$ cat src/include/exu_consts.svh
`ifndef EXU_CONSTS_SVH
`define EXU_CONSTS_SVH

// datapath and pc width
`define EXU_XLEN 64

// general register file
`define EXU_NUM_REGS 32
`define EXU_REG_ADDR_W 5

// shift amount taken from low bits of operand b
`define EXU_SHAMT_W 6

// sequential pc step
`define EXU_INSN_BYTES 4

// encoded widths of opcode and alu mode
`define EXU_OP_W 5
`define EXU_ALU_MODE_W 4

`endif
$ cat src/verilog/exu_stage_if.sv
`timescale 1ns/1ps
`include "exu_consts.svh"


// execute stage to writeback stage
interface exu_result_if;
    logic valid;
    logic ready;
    logic [`EXU_XLEN-1:0] pc;
    // resolved next pc
    logic [`EXU_XLEN-1:0] next_pc;
    logic [`EXU_REG_ADDR_W-1:0] rd;
    logic wen;
    logic [`EXU_XLEN-1:0] wdata;

    modport source (output valid, pc, next_pc, rd, wen, wdata, input ready);
    modport sink (input valid, pc, next_pc, rd, wen, wdata, output ready);
endinterface

$ cat src/verilog/exu_writeback_stage.sv
`timescale 1ns/1ps
`include "exu_consts.svh"

module exu_writeback_stage (
    input  logic clk,
    input  logic reset,
    exu_result_if.sink result,
    output logic out_valid,
    input  logic out_ready,
    output logic [`EXU_XLEN-1:0] out_pc,
    output logic [`EXU_XLEN-1:0] out_next_pc,
    output logic [`EXU_XLEN-1:0] out_wdata,
    output logic [`EXU_REG_ADDR_W-1:0] out_rd,
    output logic out_wen,
    output logic wr_en,
    output logic [`EXU_REG_ADDR_W-1:0] wr_addr,
    output logic [`EXU_XLEN-1:0] wr_data
);

    logic load;

    // output register refills as it drains
    assign result.ready = !out_valid || out_ready;
    assign load = result.valid && result.ready;

    always_ff @(posedge clk) begin
        if (reset) begin
            out_valid <= 1'b0;
            out_wen <= 1'b0;
        end else begin
            if (result.ready) begin
                out_valid <= result.valid;
            end
            if (load) begin
                out_wen <= result.wen;
            end
        end
    end

    always_ff @(posedge clk) begin
        if (load) begin
            out_pc <= result.pc;
            out_next_pc <= result.next_pc;
            out_rd <= result.rd;
            out_wdata <= result.wdata;
        end
    end

    // commit to regfile and scoreboard on the reported transfer
    assign wr_en = out_valid && out_ready && out_wen;
    assign wr_addr = out_rd;
    assign wr_data = out_wdata;

endmodule

$ cat src/flat_wrapper.sv
// flat-port wrapper written by rule: the top's interface ports become plain ports
module exu_writeback_stage_flat 
  (clk, reset, out_valid, out_ready, out_pc, out_next_pc, out_wdata, out_rd, out_wen, wr_en, wr_addr, wr_data, result_valid, result_pc, result_next_pc, result_rd, result_wen, result_wdata, result_ready);
  exu_result_if result_i ();
  input  logic clk;
  input  logic reset;
  output logic out_valid;
  input  logic out_ready;
  output logic [`EXU_XLEN-1:0] out_pc;
  output logic [`EXU_XLEN-1:0] out_next_pc;
  output logic [`EXU_XLEN-1:0] out_wdata;
  output logic [`EXU_REG_ADDR_W-1:0] out_rd;
  output logic out_wen;
  output logic wr_en;
  output logic [`EXU_REG_ADDR_W-1:0] wr_addr;
  output logic [`EXU_XLEN-1:0] wr_data;
  input wire logic [$bits(result_i.valid)-1:0] result_valid;
  input wire logic [$bits(result_i.pc)-1:0] result_pc;
  input wire logic [$bits(result_i.next_pc)-1:0] result_next_pc;
  input wire logic [$bits(result_i.rd)-1:0] result_rd;
  input wire logic [$bits(result_i.wen)-1:0] result_wen;
  input wire logic [$bits(result_i.wdata)-1:0] result_wdata;
  output wire logic [$bits(result_i.ready)-1:0] result_ready;
  assign result_i.valid = result_valid;
  assign result_i.pc = result_pc;
  assign result_i.next_pc = result_next_pc;
  assign result_i.rd = result_rd;
  assign result_i.wen = result_wen;
  assign result_i.wdata = result_wdata;
  assign result_ready = result_i.ready;
  exu_writeback_stage u_core (.clk(clk), .reset(reset), .result(result_i), .out_valid(out_valid), .out_ready(out_ready), .out_pc(out_pc), .out_next_pc(out_next_pc), .out_wdata(out_wdata), .out_rd(out_rd), .out_wen(out_wen), .wr_en(wr_en), .wr_addr(wr_addr), .wr_data(wr_data));
endmodule
$ cat config.mk
export PLATFORM = sky130hd
export DESIGN_NAME = exu_writeback_stage_flat
export DESIGN_NICKNAME = d
export VERILOG_FILES = /design/src/verilog/exu_stage_if.sv /design/src/verilog/exu_writeback_stage.sv /design/src/flat_wrapper.sv
export VERILOG_INCLUDE_DIRS = /design/src /design/src/include
export SDC_FILE = /design/constraint.sdc
export NUM_CORES = 1
export LEC_CHECK = 0
export CORE_AREA = 2 2 181 183
export CTS_CLUSTER_SIZE = 16
export DETAILED_ROUTE_END_ITERATION = 16
export DIE_AREA = 0 0 183 185
export DONT_BUFFER_PORTS = 1
export PLACE_DENSITY_LB_ADDON = 0.3
export SYNTH_ARGS = -nofsm -noshare
export SYNTH_HDL_FRONTEND = slang
export SYNTH_SLANG_ARGS = --single-unit
$ cat constraint.sdc
create_clock -name clk -period 4.55 [get_ports clk]
set_input_delay 0.6825 -clock clk [delete_from_list [all_inputs] [get_ports clk]]
set_output_delay 0.6825 -clock clk [all_outputs]
set_load 0.02 [all_outputs]
# Yosys cells after proc, flatten, opt, wreduce, memory -nomap -nowiden
# Cells that the tools add are included.
[totals]
register_bits = 199
word_cells = 11
[classes]
reduce_logical = 5
[ops]
columns = ["op", "count"]
rows = [
  ["$logic_and A1 B1 Y1", 3],
  ["$logic_not A1 Y1", 1],
  ["$logic_or A1 B1 Y1", 1],
]

# Depth between registers and ports, before layout
# Gate-level depths: netlist (run 1).
[logic_depth]
depth_word = 3
ltp_mapped = 3

# Worst setup path after synthesis (run 1)
# OpenSTA, ideal clock, no wires.
[synth_timing]
kind = "input -> register"
from = "in out_ready"
to = "reg u_core.out_next_pc[0], enable pin"
setup_time_ns = 0.474
t_arrival_ns = 3.261
required_time_ns = 4.076
slack_ns = 0.815
cell_stages = 2
cell_sequence = "nand2b_4 and2_2"
[synth_between]
elab_chain_len = 2
[synth_lines]
columns = ["item", "line", "rtl"]
rows = [
  ["start, declared", "flat_wrapper.sv:8", "input logic out_ready;"],
  ["$logic_or A1 B1 Y1", "exu_writeback_stage.sv:23", "assign result.ready = !out_valid || out_ready;"],
  ["$logic_and A1 B1 Y1", "exu_writeback_stage.sv:24", "assign load = result.valid && result.ready;"],
  ["named net u_core.load", "exu_writeback_stage.sv:20", "logic load;"],
  ["end signal, assigned", "exu_writeback_stage.sv:43", "out_next_pc <= result.next_pc;"],
  ["end, declared", "exu_writeback_stage.sv:11", "output logic [`EXU_XLEN-1:0] out_next_pc,"],
]
# The timed path passes the listed nets, and every way through them passes these cells.
# A chain may end at the register's enable or synchronous reset.

# Worst setup path after layout (run 1)
[layout_timing]
from = "reg u_core.out_valid"
to = "reg u_core.out_wdata[4], enable pin"
[layout_between]
elab_chain_len = 3
[layout_lines]
columns = ["item", "line", "rtl"]
rows = [
  ["start, declared", "exu_writeback_stage.sv:8", "output logic out_valid,"],
  ["start signal, assigned", "exu_writeback_stage.sv:32", "out_valid <= result.valid;"],
  ["$logic_not A1 Y1", "exu_writeback_stage.sv:23", ""],
  ["$logic_or A1 B1 Y1", "exu_writeback_stage.sv:23", ""],
  ["named net result_ready", "flat_wrapper.sv:23", "output wire logic [$bits(result_i.ready)-1:0] result_ready;"],
  ["$logic_and A1 B1 Y1", "exu_writeback_stage.sv:24", ""],
  ["named net u_core.load", "exu_writeback_stage.sv:20", ""],
  ["end signal, assigned", "exu_writeback_stage.sv:45", "out_wdata <= result.wdata;"],
  ["end, declared", "exu_writeback_stage.sv:12", "output logic [`EXU_XLEN-1:0] out_wdata,"],
]
# The timed path passes the listed nets, and every way through them passes these cells.

==> impl_summary.txt, run 1 <==
----------------------------------------------------
[Floorplanning]
  Width of the chip ... approximately 180 µm
  Total core area ... 32000 µm²
  Vertical extent of the die ... ~190 µm
  Die footprint ... ~34000 µm²
  Row count ... 66
  Initial core utilization ... approximately a fifth
  Ports ... approximately 470

[Worst setup path]
  Kind of end point of the critical path ... register
  Critical setup path kind ... reg2reg
  Cells traversed along the worst timing path ... nand2b_4 -> and2_4 -> buf_4
  Startpoint class of the critical path ... register
  Crit-path slowest cell ... sky130_fd_sc_hd__buf_4
  Required time at the worst-slack endpoint ... 4.59 ns
  Largest fanout on the critical path ... 82
  Delay of the slowest critical-path stage ... just under 0.8 ns
  Cell class contributing the biggest share of worst-path delay ... buffers and inverters
  Worst path arrival time ... between 2 and 2.5 ns
  Count of buffering cells on the critical path with inverters included ... 1

[Place]
  Global placement routability congestion ... roughly 0.73
  Count of port buffers added during placement ... 0
  Detail Placement HPWL ... around 12 mm

[Hold path]
  Min-Delay Path Class ... in2reg

[Yosys]
  Synth Warn # ... 0
  Basic-gate share of the synthesized area counting and, or, nand and nor cells ... less than 1%
  Nets in the synthesized netlist ... roughly 480
  Top area cells in the synthesized netlist ... sky130_fd_sc_hd__edfxtp_1 91%, sky130_fd_sc_hd__buf_4 7.9%, sky130_fd_sc_hd__dfxtp_1 0.61%, sky130_fd_sc_hd__nand2b_4 0.21%, sky130_fd_sc_hd__a21bo_1 0.15%
  Yosys top cell area share ... just over 90%
  Library cell occupying the most area in the post-synthesis netlist ... sky130_fd_sc_hd__edfxtp_1
  Synthesized instance count ... roughly 280
  Parity-gate share of the synthesized area counting xor and xnor cells ... 0%
  Sequential fraction of the synthesis area ... 91.1%
  Share of synthesized cell area in full adder, half adder and majority cells ... 0%
  Number of distinct library cells after synthesis ... 11
  Post-synthesis sequential element count ... just under 200
  Mapped cell area ... 6540 µm²
  Combinational family with the most area after synthesis ... buffers and inverters
  Mean area per synthesized cell ... ~24 µm²
  Compound-cell area share of the yosys netlist ... less than 1%
  Share of synthesized area spent on multiplexers ... 0%

[Clock network]
  Clock latency on the worst-skew pair ... about 0.43 ns
  Count of hold buffers inserted by post-cts repair ... 0
  Clock Sink Count ... ~200
  Register clock-pin slew on the reported worst setup and hold paths ... around 0.07 ns
  Maximum level of the CTS H-tree ... 4
  TritonCTS buffer count ... 17
  CTS tree ... done
  Clock root buffer ... sky130_fd_sc_hd__clkbuf_16
  Resized Gates After CTS ... 0
  Post-CTS repair timing setup buffer count ... 0
  Number of buffers between clock root and the deepest sink ... 2

[Cells and area]
  Commonest non-fill, non-tap cell in the layout ... sky130_fd_sc_hd__edfxtp_1
  Highest-count cells in the layout ignoring fill and taps ... 197 x sky130_fd_sc_hd__edfxtp_1, 17 x sky130_fd_sc_hd__clkbuf_16, 3 x sky130_fd_sc_hd__inv_8, 3 x sky130_fd_sc_hd__clkinv_4
  Register cell area after layout ... 5960 µm²
  NumNets Final ... between 400 and 500
  Fraction of final layout cells with drive strength greater than 1 ... 15.4%
  Layout area overhead ... 9.50%
  Combined area of the multi-input logic cells ... 58.8 µm²
  Count of filler cells inserted in the layout ... roughly 3300

[STA]
  Relative slew margins ... between 30 and 40%
  Final setup violation count ... 0
  Worst Tran Pin Value ... 1.02 ns
  Min cycle time layout ... between 2 and 2.5 ns
  Setup repair after global routing missed its margin ... no
  Fraction of the cycle the final worst path needs ... between 40 and 50%
  Clock skew after layout ... roughly 0.012 ns
  Maximum operating frequency ... ~0.47 GHz
  Total negative setup slack ... 0 ns
  Number of endpoints with negative hold slack in the final report ... 0
  Final slew viol count ... 0

[Status]
  Outcome ... finished, final reports clean

[Global routing]
  GRT Util Overall ... between 8 and 9%
  Remaining global-route overflow ... 0
  Wire length of the first global-routing pass ... ~20 mm
  Initial antenna violation count ... 9
  Largest net degree at the start of global routing ... approximately 100
  Number of global-route vias before repair ... 2340

[Pwr]
  Total power per unit cell area ... around 550 nW/µm²
  Total leakage power ... ~2.3 nW
  Maximum VDD drop ... 0.231 mV
  Pwr Total ... a little under 4 mW

[Route]
  Routed via count divided by cell count ... 3.52
  Routed len/inst ... 23.9 µm
  Drt first-iter violations ... ~140
  Pre-Repair DR Iteration Count ... 4
  Overall via count from detail_route ... 2294
  Antenna viol nets, final ... 0
  Total DRC errors in the routed layout ... 0
  Post-Route WL ... around 16 mm

[Job]
  Max-capacitance violation count ... 0

----------------------------------------------------
==> metrics by stage <==
stage / instance area (µm²) / hold slack [ns] / worst slack [ns] / cells / utilization (%)
after floorplan: 6540 / 0.645 / 0.815 / 276 / -
after global placement: 6560 / 0.680 / 2.20 / 617 / 20.5
after detailed placement: 6560 / 0.694 / 2.16 / 617 / 20.5
after CTS: 7150 / 0.274 / 2.42 / 649 / 22.3
after global routing: 7150 / 0.266 / 2.29 / 649 / 22.3
final: 7160 / 0.309 / 2.41 / 652 / 22.3
==> path summary, 6_finish.rpt <==
check | start | endpoint | slack, ns | depth (start not counted)
worst max register to register | u_core.out_valid | u_core.out_wdata[4] | 2.41 | 3
worst min-delay path | reset | u_core.out_wen | 0.31 | 1
worst min register to register | u_core.out_valid | u_core.out_valid | 0.71 | 2
worst max-delay path | u_core.out_valid | u_core.out_wdata[4] | 2.41 | 3
==> Yosys cell counts <==
cell type                  count
sky130_fd_sc_hd__a21bo_1       1
sky130_fd_sc_hd__buf_4        69
sky130_fd_sc_hd__a21oi_1       1
sky130_fd_sc_hd__inv_1         1
sky130_fd_sc_hd__edfxtp_1    197
sky130_fd_sc_hd__a21oi_2       1
sky130_fd_sc_hd__nand2b_4      1
sky130_fd_sc_hd__and2_2        1
sky130_fd_sc_hd__nand3_1       1
sky130_fd_sc_hd__dfxtp_1       2
sky130_fd_sc_hd__and3_2        1
==> kinds of logic after synthesis <==
kind of cell,count (synthesis)
buf+inv,70
compound gates,3
flops,199
simple gates,4
==> registers in the layout, summed over array words and instances, names as in the netlist <==
name                flops
u_core.out_pc          64
u_core.out_next_pc     64
u_core.out_wen          1
u_core.out_valid        1
u_core.out_rd           5
u_core.out_wdata       64
==> final cells by class <==
| class | instances | share of cell area [%] |
|---|---|---|
| Sequential cell | 199 | 83.2 |
| Clock inverter | 15 | 2.33 |
| Antenna cell | 3 | 0.105 |
| Multi-Input combinational cell | 7 | 0.822 |
| Timing Repair Buffer | 2 | 0.385 |
| Inverter | 1 | 0.0525 |
| Clock buffer | 17 | 5.95 |
| Tap cell | 408 | 7.13 |
==> power by group <==
group          internal (mW)  leakage, nW  total (mW)  switching (mW)
Clock                  0.824        0.287        1.52           0.696
Combinational        0.00562       0.0453      0.0490          0.0434
Sequential              2.15         1.92        2.39           0.239
==> metal layers <==
metal	wire, µm	track usage, %
met1	4550	7.14
met2	8220	15.1
met3	2580	7.43
met4	168	4.06
met5	79	0
Power figures use the tool's default switching activity.
==> run 2: changes to the inputs <==
Clock period 4.55 ns to 2.1 ns, I/O delays scaled along.
==> impl_summary.txt, run 2 <==
----------------------------------------------------
[Yosys]
  Mean area per synthesized cell ... 23.7 µm² (unchanged)
  Post-synthesis sequential element count ... 199 (unchanged)
  Sequential fraction of the synthesis area ... 91.1% (unchanged)
  Main flop type after synthesis ... sky130_fd_sc_hd__edfxtp_1
  Yosys top cell area share ... 90.5% (unchanged)
  Library cell occupying the most area in the post-synthesis netlist ... sky130_fd_sc_hd__edfxtp_1
  Count leader, synth ... sky130_fd_sc_hd__edfxtp_1
  Post-synthesis async set-or-reset flop share ... 0% (unchanged)
  Number of distinct library cells after synthesis ... 11 (unchanged)
  Synthesized instance count ... 276 (unchanged)
  Synth Warn # ... 0 (unchanged)
  Top area cells in the synthesized netlist ... sky130_fd_sc_hd__edfxtp_1 91%, sky130_fd_sc_hd__buf_4 7.9%, sky130_fd_sc_hd__dfxtp_1 0.61%, sky130_fd_sc_hd__nand2b_4 0.21%, sky130_fd_sc_hd__a21bo_1 0.15%
  Cell types with the highest counts after synthesis ... 197 x sky130_fd_sc_hd__edfxtp_1, 69 x sky130_fd_sc_hd__buf_4, 2 x sky130_fd_sc_hd__dfxtp_1
  Nets in the synthesized netlist ... 478 (unchanged)
  Mapped cell area ... 6540 µm² (unchanged)
  Number of flops mapped to enable cells by yosys ... 197 (unchanged)

[Status]
  Outcome ... stopped before the end
  Error message ... [ERROR RSZ-0060] Max buffer count reached.
  Last stage reached ... 4_1_cts

[Floorplanning]
  Initial core utilization ... 20.4% (unchanged)
  Width of the chip ... 183 µm (unchanged)
  Ports ... 472 (unchanged)
  Vertical extent of the die ... 185 µm (unchanged)
  Row count ... 66 (unchanged)

[Clock network]
  Post-CTS repair timing setup buffer count ... 0 (unchanged)
  Count of hold buffers inserted by post-cts repair ... 130 (+130)
  Maximum level of the CTS H-tree ... 4 (unchanged)
  TritonCTS buffer count ... 17 (unchanged)
  Resized Gates After CTS ... 0 (unchanged)
  Clock Sink Count ... 199 (unchanged)
  Clock root buffer ... sky130_fd_sc_hd__clkbuf_16
  Number of buffers between clock root and the deepest sink ... 2 (unchanged)

[Place]
  Global placement routability congestion ... 0.779 (+6.1%)
  Count of port buffers added during placement ... 0 (unchanged)

----------------------------------------------------
-- run 2: cell counts after synthesis --
Identical to the previous run, type by type.
-- run 2: logic make-up after synthesis --
kind of cell | share of synthesized area, %
flops | 91.1
compound gates | 0.364
buf+inv | 7.98
simple gates | 0.517
-- run 2: through the flow --
step                      utilization [%]  area, µm²  TNS (ns)  instances  worst slack, ns
after detailed placement             20.5       6570         0        617            0.512
after floorplan                         -       6540    -46.61        276           -0.237
after global placement               20.5       6570         0        617            0.535
==> run 3: changes to the inputs <==
Settings changed: CORE_AREA 2 2 181 183 to 2 2 186 188, CTS_CLUSTER_SIZE 16 to not set, DIE_AREA 0 0 183 185 to 0 0 188 190, PLACE_DENSITY_LB_ADDON 0.3 to 0.15.
==> impl_summary.txt, run 3 <==
----------------------------------------------------
[Clock network]
  Maximum level of the CTS H-tree ... 4 (unchanged)
  Clock root buffer ... sky130_fd_sc_hd__clkbuf_16
  Resized Gates After CTS ... 0 (unchanged)
  Number of buffers between clock root and the deepest sink ... 2 (unchanged)
  Clock Sink Count ... 199 (unchanged)
  Post-CTS repair timing setup buffer count ... 0 (unchanged)
  Count of hold buffers inserted by post-cts repair ... 143 (+10%)
  TritonCTS buffer count ... 17 (unchanged)

[Status]
  Outcome ... stopped before the end
  Last stage reached ... 4_1_cts
  Error message ... [ERROR RSZ-0060] Max buffer count reached.

[Floorplanning]
  Vertical extent of the die ... 190 µm (+2.7%)
  Initial core utilization ... 19.3% (-1.1 points)
  Row count ... 68 (+3.0%)
  Ports ... 472 (unchanged)
  Width of the chip ... 188 µm (+2.7%)

[Yosys]
  Synthesized instance count ... 276 (unchanged)
  Library cell occupying the most area in the post-synthesis netlist ... sky130_fd_sc_hd__edfxtp_1
  Synth Warn # ... 0 (unchanged)
  Mean area per synthesized cell ... 23.7 µm² (unchanged)
  Main flop type after synthesis ... sky130_fd_sc_hd__edfxtp_1
  Number of distinct library cells after synthesis ... 11 (unchanged)
  Post-synthesis sequential element count ... 199 (unchanged)
  Nets in the synthesized netlist ... 478 (unchanged)
  Top area cells in the synthesized netlist ... sky130_fd_sc_hd__edfxtp_1 91%, sky130_fd_sc_hd__buf_4 7.9%, sky130_fd_sc_hd__dfxtp_1 0.61%, sky130_fd_sc_hd__nand2b_4 0.21%, sky130_fd_sc_hd__a21bo_1 0.15%
  Yosys top cell area share ... 90.5% (unchanged)
  Mapped cell area ... 6540 µm² (unchanged)
  Sequential fraction of the synthesis area ... 91.1% (unchanged)
  Post-synthesis async set-or-reset flop share ... 0% (unchanged)
  Cell types with the highest counts after synthesis ... 197 x sky130_fd_sc_hd__edfxtp_1, 69 x sky130_fd_sc_hd__buf_4, 2 x sky130_fd_sc_hd__dfxtp_1
  Count leader, synth ... sky130_fd_sc_hd__edfxtp_1
  Number of flops mapped to enable cells by yosys ... 197 (unchanged)

[Place]
  Global placement routability congestion ... 0.712 (-8.7%)
  Count of port buffers added during placement ... 0 (unchanged)
  Pre-CTS setup slack ... 0.445 ns (-0.0667 ns)
  Detail Placement HPWL ... between 10 and 15 mm

----------------------------------------------------
[run 3: cell counts after synthesis]
Identical to the previous run, type by type.
[run 3: cell families after synthesis]
| logic type | share of synthesized area, % |
|---|---|
| and+or+nand+nor | 0.517 |
| DFF | 91.1 |
| buffers and inverters | 7.98 |
| AOI/OAI and AO/OA | 0.364 |
[run 3: per-stage QoR]
step | cell area (µm²) | util (%) | std cells
2_1_floorplan | 6540 | - | 276
3_3_place_gp | 6740 | 19.9 | 679
3_5_place_dp | 6740 | 19.9 | 679
